**config.mk**
```make
export PLATFORM = sky130hd
export DESIGN_NAME = rob_control
export DESIGN_NICKNAME = d
export VERILOG_FILES = /design/src/rtl/rob_pkg.sv /design/src/rtl/uop_pkg.sv /design/src/rtl/rob_control.sv
export SDC_FILE = /design/constraint.sdc
export NUM_CORES = 1
export LEC_CHECK = 0
export BUFFER_PORTS_ARGS = -buffer_cell sky130_fd_sc_hd__clkbuf_2
export CORE_MARGIN = 2
export CORE_UTILIZATION = 35
export DETAILED_ROUTE_END_ITERATION = 10
export PLACE_DENSITY = 0.65
export SKIP_CTS_REPAIR_TIMING = 1
export SLEW_MARGIN = 20
export SYNTH_ARGS = -nofsm -noshare
export SYNTH_HDL_FRONTEND = slang
export SYNTH_SLANG_ARGS = --single-unit
export TNS_END_PERCENT = 1
```
**constraint.sdc**
```tcl
create_clock -name clock -period 1.3 [get_ports clock]
set_clock_uncertainty 0.05 [all_clocks]
set_input_delay 0.13 -clock clock [delete_from_list [all_inputs] [get_ports clock]]
set_output_delay 0.13 -clock clock [all_outputs]
set_load 0.01 [all_outputs]
```
**src/rtl/rob_pkg.sv**
```systemverilog
`default_nettype none

package rob_pkg;

	// ~~~~~~~~~~~~~~~~~~~~~~~~~~~~~~~~~~~~~~~~~~~~~~~~~~~~~~~~~~~~
	// buffer geometry
	// ~~~~~~~~~~~~~~~~~~~~~~~~~~~~~~~~~~~~~~~~~~~~~~~~~~~~~~~~~~~~

	// number of reorder buffer entries.
	localparam int ROB_DEPTH = 16;

	// micro-ops dispatched, completed and retired per cycle.
	localparam int LANES = 3;

	localparam int INDEX_W = $clog2(ROB_DEPTH);
	localparam int LANE_COUNT_W = $clog2(LANES + 1);

	// occupancy runs from 0 to ROB_DEPTH inclusive.
	localparam int CREDIT_W = $clog2(ROB_DEPTH + 1);

	// ~~~~~~~~~~~~~~~~~~~~~~~~~~~~~~~~~~~~~~~~~~~~~~~~~~~~~~~~~~~~
	// types
	// ~~~~~~~~~~~~~~~~~~~~~~~~~~~~~~~~~~~~~~~~~~~~~~~~~~~~~~~~~~~~

	typedef logic [INDEX_W-1:0] rob_index_t;
	typedef logic [LANE_COUNT_W-1:0] lane_count_t;
	typedef logic [CREDIT_W-1:0] credit_t;

	// the flush state lasts one cycle after a retiring redirect.
	typedef enum logic {
		RUN,
		FLUSH
	} ctrl_state_e;

endpackage

`default_nettype wire

```
**src/rtl/uop_pkg.sv**
```systemverilog
`default_nettype none

package uop_pkg;

	// ~~~~~~~~~~~~~~~~~~~~~~~~~~~~~~~~~~~~~~~~~~~~~~~~~~~~~~~~~~~~
	// micro-op fields
	// ~~~~~~~~~~~~~~~~~~~~~~~~~~~~~~~~~~~~~~~~~~~~~~~~~~~~~~~~~~~~

	// architectural register file size.
	localparam int ARCH_REGS = 32;
	localparam int ARCH_REG_W = $clog2(ARCH_REGS);

	// physical tags cover twice the architectural registers.
	localparam int PHYS_TAG_W = ARCH_REG_W + 1;

	localparam int PC_W = 32;

	typedef logic [ARCH_REG_W-1:0] arch_reg_t;
	typedef logic [PHYS_TAG_W-1:0] phys_tag_t;
	typedef logic [PC_W-1:0] pc_t;

	// ~~~~~~~~~~~~~~~~~~~~~~~~~~~~~~~~~~~~~~~~~~~~~~~~~~~~~~~~~~~~
	// entry life cycle
	// ~~~~~~~~~~~~~~~~~~~~~~~~~~~~~~~~~~~~~~~~~~~~~~~~~~~~~~~~~~~~

	// an entry is BUSY from dispatch until its completion arrives,
	// then DONE until it retires or is flushed.
	typedef enum logic [1:0] {
		EMPTY,
		BUSY,
		DONE
	} entry_state_e;

endpackage

`default_nettype wire
```
**src/rtl/rob_control.sv**
```systemverilog
`timescale 1ns/100ps
`default_nettype none

module rob_control (
	input  wire logic clock,
	input  wire logic arst_n,
	input  wire logic [rob_pkg::LANES-1:0] disp_valid,
	input  wire rob_pkg::lane_count_t ret_count,
	input  wire logic ret_redirect,
	input  wire uop_pkg::pc_t scan_target,
	output rob_pkg::rob_index_t head,
	output rob_pkg::rob_index_t tail,
	output logic [rob_pkg::LANES-1:0] disp_write,
	output logic clear_all,
	output rob_pkg::lane_count_t credit_return,
	output logic flush,
	output uop_pkg::pc_t redirect_pc,
	output rob_pkg::ctrl_state_e state
);

	rob_pkg::credit_t occupancy;
	rob_pkg::lane_count_t disp_count;
	rob_pkg::ctrl_state_e state_next;

	always_comb begin
		disp_count = '0;
		for (int i = 0; i < rob_pkg::LANES; i++) begin
			disp_write[i] = disp_valid[i] && !ret_redirect;
			if (disp_write[i]) begin
				disp_count = disp_count + 1'b1;
			end
		end
	end

	assign clear_all = ret_redirect;
	assign credit_return = ret_count;
	assign flush = (state == rob_pkg::FLUSH);

	// ~~~~~~~~~~~~~~~~~~~~~~~~~~~~~~~~~~~~~~~~~~~~~~~~~~~~~~~~~~~~
	// pointers and occupancy
	// ~~~~~~~~~~~~~~~~~~~~~~~~~~~~~~~~~~~~~~~~~~~~~~~~~~~~~~~~~~~~

	always_ff @(posedge clock or negedge arst_n) begin
		if (!arst_n) begin
			head <= '0;
			tail <= '0;
			occupancy <= '0;
		end else if (ret_redirect) begin
			// everything younger than the redirect is discarded.
			head <= '0;
			tail <= '0;
			occupancy <= '0;
		end else begin
			head <= head + rob_pkg::rob_index_t'(ret_count);
			tail <= tail + rob_pkg::rob_index_t'(disp_count);
			occupancy <= occupancy - rob_pkg::credit_t'(ret_count)
				+ rob_pkg::credit_t'(disp_count);
		end
	end

	// ~~~~~~~~~~~~~~~~~~~~~~~~~~~~~~~~~~~~~~~~~~~~~~~~~~~~~~~~~~~~
	// flush sequencing
	// ~~~~~~~~~~~~~~~~~~~~~~~~~~~~~~~~~~~~~~~~~~~~~~~~~~~~~~~~~~~~

	always_comb begin
		state_next = state;
		case (state)
			rob_pkg::RUN: begin
				if (ret_redirect) begin
					state_next = rob_pkg::FLUSH;
				end
			end
			rob_pkg::FLUSH: begin
				state_next = rob_pkg::RUN;
			end
			default: begin
				state_next = rob_pkg::RUN;
			end
		endcase
	end

	always_ff @(posedge clock or negedge arst_n) begin
		if (!arst_n) begin
			state <= rob_pkg::RUN;
			redirect_pc <= '0;
		end else begin
			state <= state_next;
			// the target is held for the single FLUSH cycle.
			if (ret_redirect) begin
				redirect_pc <= scan_target;
			end
		end
	end

endmodule

`default_nettype wire

```
======== Word-level counts from Yosys, hierarchy flattened ========
Index checks and enable logic that the tools add are counted.
operators by class
  bitwise operators ....................... 1
  reductions and logical operators ........ 4
  mux-type cells .......................... 7
  add/sub/neg operators ................... 4
operator list
  cell                   number
  $add A4 B2 Y4          2
  $mux W4                2
  $add A2 B1 Y2 const B  2
  $mux W2                2
  $logic_and A1 B1 Y1    3
  $mux W1                2
  $pmux W1 S2            1
  $logic_not A1 Y1       1
  $not A1 Y1             1
storage, ports and cells
  bits in registers ....................... 41
  input bits .............................. 40
  word-level logic and storage cells ...... 20
  output and inout port bits .............. 48

======== Depth between registers and ports, before layout ========
  word-level depth ........................ 9
  depth in mapped cells ................... 11
  mapped depth without buffers ............ 9

======== Worst setup path after synthesis ========
No wires, ideal clock.
  path type ............................... input port to flip-flop
  start point ............................. input port ret_redirect
  end point ............................... register tail[2]
  arrival ................................. 1.966 ns
  setup slack ............................. -0.838 ns
  library setup time ...................... 0.122 ns
  buffers on the path ..................... 2
  cell stages on the path ................. 11
  cells stage by stage .................... buf_4 buf_6 nor2b_1 inv_2 ha_1 xnor2_1 ha_1 inv_1 fa_1 xor2_1 nor2_1
between the ends
  cells in the longest elaborated chain, start to end .. 9
RTL lines
  what                      RTL line           text
  start, declared           rob_control.sv:9   input wire logic ret_redirect,
  $logic_not A1 Y1 (*)      rob_control.sv:28  disp_write[i] = disp_valid[i] && !ret_redirect;
  $logic_and A1 B1 Y1 (*)   rob_control.sv:28
  via disp_write (one bit)  rob_control.sv:13  output logic [rob_pkg::LANES-1:0] disp_write,
  $mux W1 (*)               rob_control.sv:29  if (disp_write[i]) begin
  $add A2 B1 Y2             rob_control.sv:30  disp_count = disp_count + 1'b1;
  $mux W2 (*)               rob_control.sv:29
  $add A2 B1 Y2             rob_control.sv:30
  $mux W2 (*)               rob_control.sv:29
  $add A4 B2 Y4 (*)         rob_control.sv:55  tail <= tail + rob_pkg::rob_index_t'(disp_count);
  $mux W4 (*)               rob_control.sv:48  end else if (ret_redirect) begin
  end signal, assigned      rob_control.sv:55
  end, declared             rob_control.sv:12  output rob_pkg::rob_index_t tail,
Mark *: on every way through the listed nets, which the timed path passes. The rest lies on a longest branch.
A chain may end at the register's enable or synchronous reset.

======== Worst setup path after layout ========
  start point ............................. input port ret_redirect
  end point ............................... register tail[1]
between the ends
  cells in the longest elaborated chain, start to end .. 9
RTL lines
  what                 RTL line
  $logic_not A1 Y1     rob_control.sv:28
  $logic_and A1 B1 Y1  rob_control.sv:28
  $mux W1              rob_control.sv:29
  $add A2 B1 Y2        rob_control.sv:30
  $mux W2              rob_control.sv:29
  $add A2 B1 Y2        rob_control.sv:30
  $mux W2              rob_control.sv:29
  $add A4 B2 Y4        rob_control.sv:55
  $mux W4 (*)          rob_control.sv:48
Mark *: on every way between the ends. The rest lies on a longest branch, timed or not.

==> metrics.log <==
INFO  metric core.rowCount = 26
INFO  metric grt_pass1_vias = between 1000 and 1500
INFO  metric final_min_period_over_clock_period = 108%
INFO  metric drc_violations = 0
INFO  metric globalRouteTotalUtil = 12.9%
INFO  metric dr.pass1.iters = 2
INFO  metric outcome = finished, violations left
INFO  metric initial_utilization = between 30 and 40%
INFO  metric detail-route-antenna-nets = 0
INFO  metric sequential_cell_area = ~1000 um^2
INFO  metric syn-mean-instance-area = ~15 um^2
INFO  metric mostFrequentLayoutCell = sky130_fd_sc_hd__clkbuf_2
INFO  metric first_iter_violations = 23
INFO  metric fp.dieArea = roughly 6000 um^2
INFO  metric report.final.slew_viol_count = 0
INFO  metric drt-total-wl = approximately 3600 um
INFO  metric timing.fmax = between 700 and 800 MHz
INFO  metric nets = roughly 260
INFO  metric ys_types = 22
INFO  metric final-hold-violation-count = 0
INFO  metric core_region_area = 5140 um^2
INFO  metric worst-setup-path-type = in2reg
INFO  metric grt_antenna_before_repair = 0
INFO  metric postLayoutSetupSlackWorst = -0.106 ns
INFO  metric number_of_inserted_diodes = 0
INFO  metric post-place-cells = approximately 280
INFO  metric flow.area_growth_from_synthesis = 37.5%
INFO  metric layout-drive-gt1-share = slightly below 70%
INFO  metric tritoncts = yes
INFO  metric violations = negative setup slack
INFO  metric mappedNetlistArea = roughly 1900 um^2
INFO  metric power-per-cell-area = roughly 1200 nW/um^2
INFO  metric synth_top_area_share = 54.8%
INFO  metric fillers = between 400 and 500
INFO  metric max-slew-margin-rel = 66.0%
INFO  metric cellLeakagePower = about 1.4 nW
INFO  metric via_per_inst = about 4.2
INFO  metric synth_fp_nets = 169
INFO  metric cts.path.max_buffers = 2
INFO  metric synth.ff_latch_count = ~40
INFO  metric setup.worst_path.end_class = register
INFO  metric path_max_fanout = 6
INFO  metric gr-total-overflow = 0
INFO  metric ir_drop = ~0.00055 V
INFO  metric grt_max_degree = between 40 and 50
INFO  metric ios = 88
INFO  metric cts-htree-levels = 2
INFO  metric multi_input_gate_area_in_the_final_layout = roughly 800 um^2
INFO  metric drv_cap = 0
INFO  metric tightestPinTransition = 0.510 ns
INFO  metric routed-via-count = 1204
INFO  metric stdcell_count = approximately 290
INFO  metric hold_path_class = in2reg
INFO  metric setup-tns-final = -0.288 ns
INFO  metric routed_wire_length_per_instance = about 13 um
INFO  metric gp_routability_congestion = 0.685
INFO  metric timing.critical_path.arrival = about 1.5 ns
INFO  metric sequential_to_total_area_share_from_yosys_stat = a little over half
INFO  metric wire_length_of_the_first_global_routing_pass = 5920 um
INFO  metric port-buffer-count = a little under 90
INFO  metric clock_tree.root_cell = sky130_fd_sc_hd__clkbuf_8
INFO  metric clock_insertion_delay_worst_skew = around 0.28 ns
INFO  metric layout_common_cells = 85 x sky130_fd_sc_hd__clkbuf_2, 41 x sky130_fd_sc_hd__dfrtp_1, 29 x sky130_fd_sc_hd__mux2_4
INFO  metric clk_pin_slew = about 0.070 ns
INFO  metric critical_path.startpoint_type = input port
INFO  metric detailedPlacementHpwl = 2650 um
INFO  metric setup_viol = 6
INFO  metric numCtsBuffers = 5
INFO  metric unrepaired_setup_endpoints_after_global_routing = true
INFO  metric worst_ep_required_time = 1.43 ns
INFO  metric die_width = 77.2 um
INFO  metric dieHeight = roughly 77 um
INFO  metric synth_top_area_cell = sky130_fd_sc_hd__dfrtp_1
INFO  metric cts.sinks = between 40 and 50
INFO  metric period_minus_slack = 1.41 ns
INFO  metric ys_warn_count = 0
INFO  metric postSynthCellCount = ~120
INFO  metric synthTopCellsByArea = sky130_fd_sc_hd__dfrtp_1 55%, sky130_fd_sc_hd__mux2_4 23%, sky130_fd_sc_hd__ha_1 4.0%
[cells in the mapped netlist (all sizes together)]
library cell	count
fa	2
nand2b	2
xnor2	2
nor2	3
or3	2
o21a	1
a21oi	4
nor2b	5
o21ai	3
mux2	32
inv	7
nand2	1
buf	9
xor2	1
dfrtp	41
ha	6
[per-layer routing]
| layer | wire length [um] | part of all wire, % | vias up | global-route usage [%] |
|---|---|---|---|---|
| met3 | 284 | 7.8 | 4 | 4.82 |
| met1 | 1680 | 46 | 557 | 18.3 |
| met5 | 0 | 0 | - | 0 |
| li1 | - | - | 586 | - |
| met4 | 34 | 0.94 | 0 | 4.82 |
| met2 | 1640 | 45 | 57 | 17.8 |
[flip-flops by register name, indices dropped and copies added (netlist names)]
name and flops:
flush 1, head 4, redirect_pc 32, tail 4
[worst paths after layout]
kind / from / endpoint / slack (ns) / cells after the start
min in group asynchronous: arst_n / redirect_pc[17]$_DFFE_PN0P_ / 0.30 / 3
setup reg to reg: head[1]$_DFF_PN0_ / head[3]$_DFF_PN0_ / -0.03 / 4
hold / removal: scan_target[1] / redirect_pc[1]$_DFFE_PN0P_ / 0.007 / 2
hold reg to reg: flush$_DFF_PN0_ / flush$_DFF_PN0_ / 0.41 / 1
max in group asynchronous: arst_n / redirect_pc[11]$_DFFE_PN0P_ / 0.70 / 3
setup / recovery: ret_redirect / tail[1]$_DFF_PN0_ / -0.11 / 9
[where the power goes]
part / internal, W / total, W / switching (W)
Combinational: 0.000393 / 0.000694 / 0.000301
Sequential: 0.00141 / 0.00150 / 0.0000883
Clock: 0.000421 / 0.000810 / 0.000389
[critical path: stages]
cell and delay (ns):
sky130_fd_sc_hd__buf_12 0.11, sky130_fd_sc_hd__nor2b_4 0.11, sky130_fd_sc_hd__inv_2 0.05, sky130_fd_sc_hd__ha_4 0.26
sky130_fd_sc_hd__xnor2_2 0.10, sky130_fd_sc_hd__ha_2 0.20, sky130_fd_sc_hd__inv_2 0.04, sky130_fd_sc_hd__fa_2 0.51
sky130_fd_sc_hd__nor2_1 0.04
[through the flow]
stage               utilization [%]  total power (W)  cell area, um^2  setup WS, ns  hold slack, ns
floorplan                         -          0.00190             1940        -0.581          -0.216
detailed placement             47.3          0.00219             2430        -0.502          0.0846
finish                         50.1          0.00300             2580        -0.106         0.00745
global placement               47.3          0.00217             2430        -0.465          0.0798
global route                   50.1          0.00320             2580        -0.119         0.00145
CTS                            49.0          0.00303             2520        -0.196          -0.234
[layout make-up]
class | instances | area share (%)
flip-flops and latches | 41 | 39.8
multi-input cells | 64 | 31.2
repair buffers | 97 | 21.2
well taps | 70 | 3.40
clock buffers | 7 | 3.35
inverters | 7 | 1.02
[kinds of logic after synthesis]
logic type	after synthesis	synth area share, %
multiplexers	32	25.1
buffers and inverters	16	5.48
AO/OA/AOI/OAI	8	2.67
adder cells (fa/ha/maj)	8	6.15
flip-flops	41	54.8
AND/OR/NAND/NOR	13	4.48
XOR/XNOR	3	1.40
(Power assumes the default switching activity.)
