--- config.mk ---
export PLATFORM = sky130hd
export DESIGN_NAME = retire_scan
export DESIGN_NICKNAME = d
export VERILOG_FILES = /design/src/rtl/rob_pkg.sv /design/src/rtl/uop_pkg.sv /design/src/rtl/retire_scan.sv
export SDC_FILE = /design/constraint.sdc
export NUM_CORES = 1
export LEC_CHECK = 0
export ABC_CLOCK_PERIOD_IN_PS = 1300
export BUFFER_PORTS_ARGS = -buffer_cell sky130_fd_sc_hd__buf_2
export CAP_MARGIN = 10
export CORE_UTILIZATION = 25
export DETAILED_ROUTE_END_ITERATION = 10
export PLACE_DENSITY = 0.8
export SLEW_MARGIN = 0
export SYNTH_ARGS = -nofsm -noshare
export SYNTH_HDL_FRONTEND = slang
export SYNTH_SLANG_ARGS = --single-unit
--- constraint.sdc ---
create_clock -name vclk -period 1.3
set_clock_uncertainty 0.1 [all_clocks]
set_input_delay 0.195 -clock vclk [all_inputs]
set_output_delay 0.195 -clock vclk [all_outputs]
set_load 0.05 [all_outputs]
--- src/rtl/rob_pkg.sv ---
`default_nettype none

package rob_pkg;

	// ~~~~~~~~~~~~~~~~~~~~~~~~~~~~~~~~~~~~~~~~~~~~~~~~~~~~~~~~~~~~
	// buffer geometry
	// ~~~~~~~~~~~~~~~~~~~~~~~~~~~~~~~~~~~~~~~~~~~~~~~~~~~~~~~~~~~~

	// number of reorder buffer entries.
	localparam int ROB_DEPTH = 16;

	// micro-ops dispatched, completed and retired per cycle.
	localparam int LANES = 3;

	localparam int INDEX_W = $clog2(ROB_DEPTH);
	localparam int LANE_COUNT_W = $clog2(LANES + 1);

	// occupancy runs from 0 to ROB_DEPTH inclusive.
	localparam int CREDIT_W = $clog2(ROB_DEPTH + 1);

	// ~~~~~~~~~~~~~~~~~~~~~~~~~~~~~~~~~~~~~~~~~~~~~~~~~~~~~~~~~~~~
	// types
	// ~~~~~~~~~~~~~~~~~~~~~~~~~~~~~~~~~~~~~~~~~~~~~~~~~~~~~~~~~~~~

	typedef logic [INDEX_W-1:0] rob_index_t;
	typedef logic [LANE_COUNT_W-1:0] lane_count_t;
	typedef logic [CREDIT_W-1:0] credit_t;

	// the flush state lasts one cycle after a retiring redirect.
	typedef enum logic {
		RUN,
		FLUSH
	} ctrl_state_e;

endpackage

`default_nettype wire

--- src/rtl/uop_pkg.sv ---
`default_nettype none

package uop_pkg;

	// ~~~~~~~~~~~~~~~~~~~~~~~~~~~~~~~~~~~~~~~~~~~~~~~~~~~~~~~~~~~~
	// micro-op fields
	// ~~~~~~~~~~~~~~~~~~~~~~~~~~~~~~~~~~~~~~~~~~~~~~~~~~~~~~~~~~~~

	// architectural register file size.
	localparam int ARCH_REGS = 32;
	localparam int ARCH_REG_W = $clog2(ARCH_REGS);

	// physical tags cover twice the architectural registers.
	localparam int PHYS_TAG_W = ARCH_REG_W + 1;

	localparam int PC_W = 32;

	typedef logic [ARCH_REG_W-1:0] arch_reg_t;
	typedef logic [PHYS_TAG_W-1:0] phys_tag_t;
	typedef logic [PC_W-1:0] pc_t;

	// ~~~~~~~~~~~~~~~~~~~~~~~~~~~~~~~~~~~~~~~~~~~~~~~~~~~~~~~~~~~~
	// entry life cycle
	// ~~~~~~~~~~~~~~~~~~~~~~~~~~~~~~~~~~~~~~~~~~~~~~~~~~~~~~~~~~~~

	// an entry is BUSY from dispatch until its completion arrives,
	// then DONE until it retires or is flushed.
	typedef enum logic [1:0] {
		EMPTY,
		BUSY,
		DONE
	} entry_state_e;

endpackage

`default_nettype wire
--- src/rtl/retire_scan.sv ---
`timescale 1ns/100ps
`default_nettype none

module retire_scan (
	input  wire uop_pkg::entry_state_e [rob_pkg::LANES-1:0] head_state,
	input  wire logic [rob_pkg::LANES-1:0] head_redirect,
	input  wire uop_pkg::pc_t [rob_pkg::LANES-1:0] head_target,
	output rob_pkg::lane_count_t ret_count,
	output logic ret_redirect,
	output uop_pkg::pc_t redirect_pc
);

	// ~~~~~~~~~~~~~~~~~~~~~~~~~~~~~~~~~~~~~~~~~~~~~~~~~~~~~~~~~~~~
	// head scan
	// ~~~~~~~~~~~~~~~~~~~~~~~~~~~~~~~~~~~~~~~~~~~~~~~~~~~~~~~~~~~~

	// the group is the run of DONE entries starting at the head.
	// a redirect entry closes the group, since everything behind it
	// belongs to the wrong path.
	always_comb begin : scan
		logic stop;

		stop = 1'b0;
		ret_count = '0;
		ret_redirect = 1'b0;
		redirect_pc = '0;
		for (int i = 0; i < rob_pkg::LANES; i++) begin
			if (!stop) begin
				if (head_state[i] == uop_pkg::DONE) begin
					ret_count = rob_pkg::lane_count_t'(i + 1);
					if (head_redirect[i]) begin
						ret_redirect = 1'b1;
						redirect_pc = head_target[i];
						stop = 1'b1;
					end
				end else begin
					// an entry still in flight blocks all younger ones.
					stop = 1'b1;
				end
			end
		end
	end

endmodule

`default_nettype wire

### Word-level counts from Yosys, hierarchy flattened

Index checks and enable logic that the tools add are counted.
W data, S select, Z words.

| word-level totals | value |
|---|---|
| register bits | 0 |
| input bits | 105 |
| word-level logic and storage cells | 28 |
| output and inout bits | 35 |

| operators by class | value |
|---|---|
| multiplexer cells | 25 |
| equal/unequal tests | 3 |

Operators with widths:

| kind | number |
|---|---|
| $mux W32 | 8 |
| $mux W1 | 13 |
| $mux W2 | 4 |
| $eq A2 B2 Y1 const B | 3 |

### Longest topological paths before layout

Gate-level depths: netlist of the first run.

| logic depth | value |
|---|---|
| word-level depth | 8 |
| mapped depth | 6 |
| depth with buffers taken out | 3 |

### Worst setup path before layout of the first run

OpenSTA, ideal clock, no wires.

| timing | value |
|---|---|
| path kind | input to output |
| start | in head_redirect[1] in the netlist's numbering |
| end | out redirect_pc[0] |
| data required time | 1,005 ps |
| data arrival time | 1,892 ps |
| path buffers | 2 |
| setup slack | -887 ps |
| cell stages on the path | 5 |
| cell sequence | buf_6 nor4bb_4 buf_6 a22oi_1 o21ai_0 |

| on the way | value |
|---|---|
| word-level cells in the longest chain between the ends | 6 |
| elaborated cells between the ends (all ways) | 9 |
| classes of those cells | mux: 9 |

RTL lines:

| what | line | source |
|---|---|---|
| from (decl) | retire_scan.sv:6 | `input wire logic [rob_pkg::LANES-1:0] head_redirect,` |
| $mux W32 | retire_scan.sv:31 | `if (head_redirect[i]) begin` |
| $mux W32 | retire_scan.sv:29 | `if (head_state[i] == uop_pkg::DONE) begin` |
| $mux W32 | retire_scan.sv:28 | `if (!stop) begin` |
| $mux W32 | retire_scan.sv:31 |  |
| $mux W32 | retire_scan.sv:29 |  |
| $mux W32 (*) | retire_scan.sv:28 |  |
| to (decl) | retire_scan.sv:10 | `output uop_pkg::pc_t redirect_pc` |

Every way passes the cells marked *; elsewhere a longest branch is shown, timed or not.

### Final worst setup path of the first run

| timing | value |
|---|---|
| start | in head_state[4] in the netlist's numbering |
| end | out redirect_pc[30] |

| on the way | value |
|---|---|
| word-level cells in the longest chain between the ends | 3 |

RTL lines:

| what | line | source |
|---|---|---|
| from (decl) | retire_scan.sv:5 | `input wire uop_pkg::entry_state_e [rob_pkg::LANES-1:0] head_state,` |
| $eq A2 B2 Y1 | retire_scan.sv:29 |  |
| $mux W32 | retire_scan.sv:29 |  |
| $mux W32 | retire_scan.sv:28 |  |

No other way between the ends.

==> run metrics, run 1 <==
status finished, violations left; violated checks design-rule violations, negative setup slack; Tightest Hold Check Type primary input to output port; final critical-path required period 1636 ps; layout clock buffer count 0; weighted congestion reported at the end of routability-driven placement 0.7889; ratio of cells with drive above 1 in the final layout 84.91%; required arrival time at the worst endpoint 1000 ps; die height 57.93 microns; Core Region 2853 sq um; filler cell count 158; FF/Latch Area 0 sq um; length of the first detailed-routing pass in iterations 7; routed len/inst 16.14 microns; worst slew slack as a fraction of its limit 81.46%; die area 3356 sq um; initial antenna violation count 0; layout-stage area growth over the synthesis result 216.5%; die width 57.93 microns; Ant. Diodes 0; top-count cell post-synth sky130_fd_sc_hd__nand2_1; arrival time of the worst setup path 1340 ps; worst hold start head_target[31]; cells after synthesis 122; power after layout 0.7249 mW; CP Launch Type primary input; average vias per placed instance 5.294; commonest cells in the synthesized netlist sky130_fd_sc_hd__nand2_1 (33), sky130_fd_sc_hd__a22oi_1 (32), sky130_fd_sc_hd__o21ai_1 (19), sky130_fd_sc_hd__o21ai_2 (10), sky130_fd_sc_hd__clkbuf_1 (5); Synth Cell Area 782.0 sq um; warnings from Yosys 0; count of maximum capacitance violations 0; largest vdd supply drop 0.1984 mV; total number of vias 1567; vias in the first global route 1574; number of DRC markers in iteration 0 44; number of different library cells in the post-synthesis netlist 18; effective utilization at floorplan 27.41%; setup repair after global routing missed its margin true; Synth top area share 30.72%; post-route DRC violation count 10; hold violation total from the final report 0; capturing element type of the critical path output port; GRT Util Overall 25.97%; area of combinational cells with multiple inputs 1125 sq um; nets in the synthesized netlist 227; cell type contributing the most total cell area after synthesis sky130_fd_sc_hd__a22oi_1; worst hold path cell count 4; power density over the cells 292.9 nW/um^2; Post-DRT Antenna Nets 0; worst setup path category primary input to output port; number of sequential cells in the layout 0; count of port buffers added during placement 140; GRT Residual Overflow 0; largest net degree at the start of global routing 35; Crit Path Max Fanout 5; measured slew at the worst slew-check pin 278.1 ps; Mapped Avg Cell Area 6.410 sq um; number of ports placed on the die boundary 140; max-slew violation count 0; Lkg Pwr 1.087 nW; number of rows created at floorplan 19; max frequency 611.1 MHz; setup-violating endpoint count in the final report 34; DRT Wirelength 4.776 mm; Final Worst Setup Slack -336.3 ps; proportion of synthesized chip area in sequential cells 0%; final cycle utilization of the critical path 125.9%; largest cells by area after synthesis sky130_fd_sc_hd__a22oi_1 (31%), sky130_fd_sc_hd__nand2_1 (16%), sky130_fd_sc_hd__o21ai_1 (12%), sky130_fd_sc_hd__o21ai_2 (11%), sky130_fd_sc_hd__buf_8 (5.8%); detailed-placement wirelength estimate 3.106 mm; first-pass GRT wire length 6.962 mm; Util after Layout 86.75%; final net count 372; hold-critical path endpoint redirect_pc[31]; hold-fix buffer count after cts 0
layer usage:
layer,vias up,track usage [%],part of all wire [%]
li1,746,-,-
met1,721,28.03,35
met2,90,52.71,56
met3,10,3.125,7.2
met4,0,5.782,2.2
met5,-,0,0
area by class of cell:
class                           count  share of cell area (%)
Multi-Input combinational cell    106                   45.45
Tap cell                           31                   1.567
Inverter                            1                  0.3033
Timing Repair Buffer              158                   52.68
cells in the final DEF (no fill, tap or decap), types with 2 or more instances in the layout:
cell                        netlist  layout
sky130_fd_sc_hd__clkbuf_16        0       2
sky130_fd_sc_hd__buf_8            3       7
sky130_fd_sc_hd__nand2_1         33      33
sky130_fd_sc_hd__buf_6            2      34
sky130_fd_sc_hd__a22oi_1         32       4
sky130_fd_sc_hd__buf_12           0       6
sky130_fd_sc_hd__buf_4            0       4
sky130_fd_sc_hd__buf_2            2     101
sky130_fd_sc_hd__o21ai_4          0      29
sky130_fd_sc_hd__a22oi_2          0      28
sky130_fd_sc_hd__buf_16           0       4
sky130_fd_sc_hd__nand2b_4         0       2
sky130_fd_sc_hd__o21ai_2         10       3
sky130_fd_sc_hd__nor2_1           2       2
kinds of logic (layout without fill, tap and decap cells):
| logic type | count (synthesis) | count (layout) | share of synthesized area (%) |
|---|---|---|---|
| AOI/OAI and AO/OA | 66 | 66 | 57.60 |
| buffers and inverters | 16 | 159 | 18.08 |
| and+or+nand+nor | 40 | 40 | 24.32 |
worst max-delay path by stage:
stage	startpoint	endpoint	slack (ps)	cells after the start
6_report	head_state[4]	redirect_pc[30]	-340	7
3_3_place_gp	head_state[4]	redirect_pc[8]	-480	6
5_1_grt	head_state[4]	redirect_pc[25]	-400	7
3_5_place_dp	head_state[4]	redirect_pc[9]	-490	6
2_1_floorplan	head_redirect[1]	redirect_pc[10]	-290	6
4_1_cts	head_state[2]	redirect_pc[31]	-320	7
report_power, final:
group	internal [mW]	total (mW)	switching, mW
combinational	0.349	0.725	0.376
clock	0	0	0
sequential	0	0	0
total	0.349	0.725	0.376
stage by stage:
step | worst slack (ps) | cell area [sq um] | instances | TNS [ps] | hold WS, ps
floorplan | -286.0 | 1301 | 122 | -9146 | 493.0
global placement | -484.7 | 1957 | 286 | -14750 | 688.5
detailed placement | -491.7 | 1957 | 286 | -15070 | 690.2
CTS | -324.6 | 2389 | 294 | -9983 | 623.8
global route | -400.5 | 2475 | 296 | -12500 | 654.0
finish | -336.3 | 2475 | 296 | -10040 | 623.2
critical path: stages:
cell                        delay [ps]
sky130_fd_sc_hd__buf_8             100
sky130_fd_sc_hd__nor4bb_4          290
sky130_fd_sc_hd__buf_6             200
sky130_fd_sc_hd__clkbuf_16         160
sky130_fd_sc_hd__a22oi_1            90
sky130_fd_sc_hd__o21ai_4           130
sky130_fd_sc_hd__buf_6             170
repair_timing:
item,in CTS,in global routing
pin swaps,12,17
hold endpoints to repair,0,0
resized for setup,88,12
buffers inserted,3,1
setup endpoints to repair,35,35
gates cloned,5,2
(Power assumes the default switching activity.)
==> inputs of run 2 (changes only) <==
--- a/config.mk
+++ b/config.mk
@@ -5,10 +5,11 @@
 export SDC_FILE = /design/constraint.sdc
 export NUM_CORES = 1
 export LEC_CHECK = 0
+export ABC_AREA = 1
 export ABC_CLOCK_PERIOD_IN_PS = 1300
 export BUFFER_PORTS_ARGS = -buffer_cell sky130_fd_sc_hd__buf_2
 export CAP_MARGIN = 10
-export CORE_UTILIZATION = 25
+export CORE_UTILIZATION = 28
 export DETAILED_ROUTE_END_ITERATION = 10
 export PLACE_DENSITY = 0.8
 export SLEW_MARGIN = 0
==> run 2 against run 1 <==
Against the previous run:
- the run ends with negative setup slack left
- cell area is 5.1% higher
- non-clock buffer count is 7 higher
- via count is 25% higher
- count of clock-buffer cells in the layout stayed put
- first-iteration DRC count grew to 3.4 times the previous value
- global-route usage is 2.4 points lower
- sequential cell count stayed put
- maximum frequency is 9.2% higher
- total power is 5.4% lower
- wire length is 17% higher
- worst setup slack better by 140 ps
- area after synthesis is 20% higher
- critical path type unchanged
- highest routed layer unchanged
==> run metrics, run 2 <==
clock network fraction of total power 0% (unchanged); power share of the sequential group 0% (unchanged); Lkg Pwr 1.342 nW (+23%); max-slew violation count 0 (unchanged); total number of vias 1957 (+25%); number of rows created at floorplan 20 (+1); Tightest Hold Check Type primary input to output port; Ant. Diodes 0 (unchanged); GRT Residual Overflow 0 (unchanged); Synth top area share 27.53% (-3.2 points); first-pass GRT wire length 6.713 mm (-3.6%); Placed Instances 385 (+35%); count of port buffers added during placement 140 (unchanged); crit path launch head_redirect[0]; status finished, violations left; post-route DRC violation count 0 (-10); measured slew at the worst slew-check pin 321.0 ps (+42.94 ps); layout clock buffer count 0 (unchanged); detailed-placement wirelength estimate 3.182 mm (+2.4%); DRT Wirelength 5.571 mm (+17%); worst setup path category primary input to output port; max frequency 667.7 MHz (+9.2%); worst hold-check slack 629.5 ps (+6.347 ps); average vias per placed instance 4.992 (-5.7%); warnings from Yosys 0 (unchanged); top-count cell post-synth sky130_fd_sc_hd__nand2_1; setup-violating endpoint count in the final report 34 (unchanged); power density over the cells 263.8 nW/um^2 (-9.9%); cell-internal power 0.3173 mW (-9.1%); Core Region 3128 sq um (+9.6%); number of sequential cells in the layout 0 (unchanged); FF/Latch Area 0 sq um (unchanged); largest cells by area after synthesis sky130_fd_sc_hd__nand2_1 (28%), sky130_fd_sc_hd__nand3_1 (18%), sky130_fd_sc_hd__a21oi_1 (18%), sky130_fd_sc_hd__nor2_1 (14%), sky130_fd_sc_hd__buf_6 (8.4%); GRT Util Overall 23.56% (-2.4 points); cells after synthesis 200 (+64%); CP Launch Type primary input; fin cells 392 (+32%); filler cell count 202 (+28%); cell type contributing the most total cell area after synthesis sky130_fd_sc_hd__nand2_1; leading cell type in the layout, fill and taps excluded sky130_fd_sc_hd__buf_2; setup TNS -5639 ps (+4400 ps); Crit Path Max Fanout 7 (+2); combinational group share of total power 100.0% (about the same); weighted congestion reported at the end of routability-driven placement 0.7609 (-3.5%); die height 59.97 microns (+3.5%); largest vdd supply drop 0.1873 mV (-5.6%); worst slack at placement -304.0 ps (+187.7 ps); nets in the synthesized netlist 305 (+34%); proportion of total power due to net switching 53.75% (+1.9 points); setup repair after global routing missed its margin true; required arrival time at the worst endpoint 1000 ps (about the same); Post-DRT Antenna Nets 0 (unchanged); ratio of cells with drive above 1 in the final layout 68.39% (-17 points); die area 3596 sq um (+7.2%); number of DRC markers in iteration 0 150 (+240%); number of ports placed on the die boundary 140 (unchanged); commonest cells in the synthesized netlist sky130_fd_sc_hd__nand2_1 (69), sky130_fd_sc_hd__nand3_1 (34), sky130_fd_sc_hd__nor2_1 (34), sky130_fd_sc_hd__a21oi_1 (33), sky130_fd_sc_hd__buf_2 (9); arrival time of the worst setup path 1200 ps (-140 ps); proportion of synthesized chip area in sequential cells 0% (unchanged); final net count 455 (+22%); largest net degree at the start of global routing 20 (-43%); final cycle utilization of the critical path 115.2% (-11 points); NetSw 0.3687 mW (-2.0%); hold-fix buffer count after cts 0 (unchanged); Final Worst Setup Slack -197.7 ps (+138.5 ps); area of combinational cells with multiple inputs 1080 sq um (-4.0%); Mapped Avg Cell Area 4.705 sq um (-27%); Synth Cell Area 940.9 sq um (+20%); die width 59.97 microns (+3.5%); initial antenna violation count 0 (unchanged); violated checks negative setup slack; layout-stage area growth over the synthesis result 176.3%; worst slew slack as a fraction of its limit 78.37% (-3.1 points); count of maximum capacitance violations 0 (unchanged); commonest cells after routing, fill and taps aside sky130_fd_sc_hd__buf_2 (100), sky130_fd_sc_hd__buf_8 (36), sky130_fd_sc_hd__nand2_1 (34), sky130_fd_sc_hd__nand2_2 (32), sky130_fd_sc_hd__nor2_1 (30); hold violation total from the final report 0 (unchanged); effective utilization at floorplan 30.08% (+2.7 points); length of the first detailed-routing pass in iterations 4 (-3); final critical-path required period 1498 ps (-138.5 ps); number of different library cells in the post-synthesis netlist 14 (-4); vias in the first global route 1658 (+5.3%); routed len/inst 14.21 microns (-12%); endpoint of the most critical setup path redirect_pc[13]; capturing element type of the critical path output port
run 2: worst min path at each step:
stage	from	to	slack, ps	depth (start not counted)
after global routing	head_target[32]	redirect_pc[0]	640	4
after floorplan	head_state[5]	ret_count[0]	460	2
final	head_target[36]	redirect_pc[4]	630	4
after detailed placement	head_target[64]	redirect_pc[0]	710	4
after global placement	head_target[64]	redirect_pc[0]	710	4
after CTS	head_target[51]	redirect_pc[19]	630	4
run 2: metrics by stage:
stage	area, sq um	utilization (%)	total power [mW]
finish	2600	83.12	0.6859
global route	2600	83.12	0.7225
CTS	2252	72.00	0.6047
detailed placement	1873	59.88	0.5108
global placement	1873	59.88	0.5052
floorplan	1049	-	0.2776
run 2: area by class of cell:
type | instances | share of cell area, %
Inverter | 8 | 1.347
Tap cell | 44 | 2.117
Timing Repair Buffer | 165 | 55.00
Multi-Input combinational cell | 175 | 41.53
run 2: repair_timing:
item	CTS	global route
gates cloned	1	4
hold endpoints to repair	0	0
resized for setup	105	57
pin swaps	1	17
setup endpoints to repair	35	35
setup buffers	0	2
run 2: power by group through the flow:
stage | Combinational, mW | Sequential [mW] | Clock, mW
floorplan | 0.278 | 0 | 0
CTS | 0.605 | 0 | 0
detailed placement | 0.511 | 0 | 0
global placement | 0.505 | 0 | 0
finish | 0.686 | 0 | 0
global route | 0.722 | 0 | 0
run 2: per-layer routing:
| layer | track usage [%] | up-vias | wire length, microns |
|---|---|---|---|
| met4 | 8.306 | 0 | 144 |
| met3 | 1.515 | 16 | 385 |
| met5 | 0 | - | 0 |
| li1 | - | 946 | - |
| met2 | 47.62 | 113 | 3157 |
| met1 | 24.97 | 882 | 1882 |
run 2: critical path, cell delays in order:
cell and delay [ps]:
sky130_fd_sc_hd__buf_6 100, sky130_fd_sc_hd__inv_4 50, sky130_fd_sc_hd__nand3_4 110, sky130_fd_sc_hd__nor2_4 140, sky130_fd_sc_hd__buf_12 150, sky130_fd_sc_hd__clkbuf_16 170
sky130_fd_sc_hd__a21oi_2 60, sky130_fd_sc_hd__nand2_2 80, sky130_fd_sc_hd__buf_8 140
run 2: cell families (layout without fill, tap and decap cells):
logic type,Yosys count,after routing,share of synthesized area [%]
compound gates,34,34,18.08
simple gates,141,141,65.03
buf+inv,25,173,16.89
==> inputs of run 3 (changes only) <==
--- a/config.mk
+++ b/config.mk
@@ -9,6 +9,7 @@
 export ABC_CLOCK_PERIOD_IN_PS = 1300
 export BUFFER_PORTS_ARGS = -buffer_cell sky130_fd_sc_hd__buf_2
 export CAP_MARGIN = 10
+export CORE_MARGIN = 2
 export CORE_UTILIZATION = 28
 export DETAILED_ROUTE_END_ITERATION = 10
 export PLACE_DENSITY = 0.8
==> constraint.sdc (replaced) <==
create_clock -name vclk -period 1.3
set_clock_uncertainty 0.1 [all_clocks]
set_input_delay 0.13 -clock vclk [all_inputs]
set_output_delay 0.13 -clock vclk [all_outputs]
set_load 0.05 [all_outputs]
==> run 3 against run 2 <==
Against the previous run:
- the flow still finishes with violations (negative setup slack)
- die area grew 6.8%
- maximum frequency increased by 11%
- non-clock buffer count shrank 7
- critical path depth fell by 1
- via count shrank 3.5%
- total power decreased by 6.6%
- wire length down 7.0%
- sequential cell count unchanged
- sequential share of layout area unchanged
- combinational power decreased by 6.6%
- critical endpoint is now redirect_pc[27]
- largest cell class unchanged
- highest routed layer unchanged
==> run metrics, run 3 (same netlist as run 2, synthesis figures left out) <==
setup repair after global routing missed its margin true; status finished, violations left; max frequency 740.4 MHz (+11%); count of maximum capacitance violations 0 (unchanged); power density over the cells 261.4 nW/um^2 (-0.92%); required arrival time at the worst endpoint 1070 ps (+70 ps); Core Region 3284 sq um (+5.0%); Util after Layout 74.63% (-8.5 points); proportion of total power due to net switching 54.49% (+0.75 points); FF/Latch Area 0 sq um (unchanged); total number of vias 1889 (-3.5%); capturing element type of the critical path output port; max-slew violation count 0 (unchanged); NetSw 0.3491 mW (-5.3%); initial antenna violation count 0 (unchanged); filler cell count 234 (+16%); detailed-placement wirelength estimate 3.047 mm (-4.2%); power after layout 0.6407 mW (-6.6%); leading cell type in the layout, fill and taps excluded sky130_fd_sc_hd__buf_2; weighted congestion reported at the end of routability-driven placement 0.7560 (-0.64%); number of DRC markers in iteration 0 98 (-35%); final net count 448 (-1.5%); setup-violating endpoint count in the final report 25 (-26%); largest vdd supply drop 0.1510 mV (-19%); hold violation total from the final report 0 (unchanged); final cycle utilization of the critical path 103.9% (-11 points); routed len/inst 13.39 microns (-5.8%); measured slew at the worst slew-check pin 336.2 ps (+15.22 ps); Tightest Hold Check Type primary input to output port; Placed Instances 381 (-1.0%); ratio of cells with drive above 1 in the final layout 67.74% (-0.65 points); clock network fraction of total power 0% (unchanged); commonest cells after routing, fill and taps aside sky130_fd_sc_hd__buf_2 (102), sky130_fd_sc_hd__nand2_1 (37), sky130_fd_sc_hd__nor2_1 (32), sky130_fd_sc_hd__buf_8 (32), sky130_fd_sc_hd__nand2_2 (31); combinational group share of total power 100.0% (about the same); effective utilization at floorplan 28.65% (-1.4 points); vias in the first global route 1572 (-5.2%); layout clock buffer count 0 (unchanged); final critical-path required period 1351 ps (-147.1 ps); average vias per placed instance 4.881 (-2.2%); die area 3840 sq um (+6.8%); power share of the sequential group 0% (unchanged); DRT Wirelength 5.182 mm (-7.0%); Post-DRT Antenna Nets 0 (unchanged); CP Launch Type primary input; die width 61.97 microns (+3.3%); count of port buffers added during placement 140 (unchanged); area of combinational cells with multiple inputs 1018 sq um (-5.7%); fin cells 387 (-1.3%); GRT Residual Overflow 0 (unchanged); number of sequential cells in the layout 0 (unchanged); Crit Path Max Fanout 8 (+1); worst slew slack as a fraction of its limit 77.59% (-0.79 points); arrival time of the worst setup path 1120 ps (-80 ps); hold-fix buffer count after cts 0 (unchanged); Ant. Diodes 0 (unchanged); cell-internal power 0.2916 mW (-8.1%); die height 61.97 microns (+3.3%); GRT Util Overall 22.10% (-1.5 points); violated checks negative setup slack; length of the first detailed-routing pass in iterations 4 (unchanged); layout-stage area growth over the synthesis result 160.5%; Final Worst Setup Slack -50.58 ps (+147.1 ps); first-pass GRT wire length 6.630 mm (-1.2%); number of rows created at floorplan 21 (+5.0%); number of ports placed on the die boundary 140 (unchanged); worst setup path category primary input to output port; Lkg Pwr 1.289 nW (-4.0%); largest net degree at the start of global routing 34 (+70%); post-route DRC violation count 0 (unchanged)
==> run 3: worst max-delay path, stage by stage <==
cell and delay [ps]:
sky130_fd_sc_hd__buf_2 120, sky130_fd_sc_hd__nand3_4 130, sky130_fd_sc_hd__nor2_4 60, sky130_fd_sc_hd__buf_12 130, sky130_fd_sc_hd__clkbuf_16 160, sky130_fd_sc_hd__a21oi_2 150, sky130_fd_sc_hd__nand2_2 80, sky130_fd_sc_hd__buf_8 150
==> run 3: through the flow <==
stage          setup slack, ps  setup TNS, ps  area, sq um  hold WS, ps
2_1_floorplan            62.00              0         1021        369.8
6_report                -50.58         -522.9         2451        490.6
4_1_cts                 -39.83         -750.5         2250        497.4
3_3_place_gp            -144.5          -4547         1790        565.6
3_5_place_dp            -152.4          -4830         1790        569.9
5_1_grt                 -100.8          -2309         2451        498.1
==> run 3: power by group through the flow <==
| stage | sequential, mW | clock (mW) | combinational, mW |
|---|---|---|---|
| 4_1_cts | 0 | 0 | 0.590 |
| 5_1_grt | 0 | 0 | 0.684 |
| 3_3_place_gp | 0 | 0 | 0.478 |
| 6_report | 0 | 0 | 0.641 |
| 2_1_floorplan | 0 | 0 | 0.272 |
| 3_5_place_dp | 0 | 0 | 0.484 |
==> run 3: path summary, 6_finish.rpt <==
kind                        start               to  cells after the start
setup / recovery    head_state[1]  redirect_pc[27]                      8
hold / removal    head_target[44]  redirect_pc[12]                      4
==> run 3: area by class of cell <==
class                           instances  area share [%]
Inverter                                8           1.429
Multi-Input combinational cell        175           41.55
Tap cell                               46           2.348
Timing Repair Buffer                  158           54.67
==> run 3: metal layers <==
| layer | GRT usage [%] | up-vias | part of all wire (%) |
|---|---|---|---|
| li1 | - | 931 | - |
| met1 | 24.38 | 861 | 36 |
| met2 | 44.64 | 89 | 56 |
| met3 | 2.899 | 8 | 6.6 |
| met4 | 3.343 | 0 | 1.3 |
| met5 | 0 | - | 0 |
==> run 3: what timing repair did <==
item | 4_1_cts | 5_1_grt
setup endpoints to repair | 34 | 34
pin swaps | 11 | 4
buffers inserted | 2 | 0
gates cloned | 1 | 3
resized for setup | 121 | 31
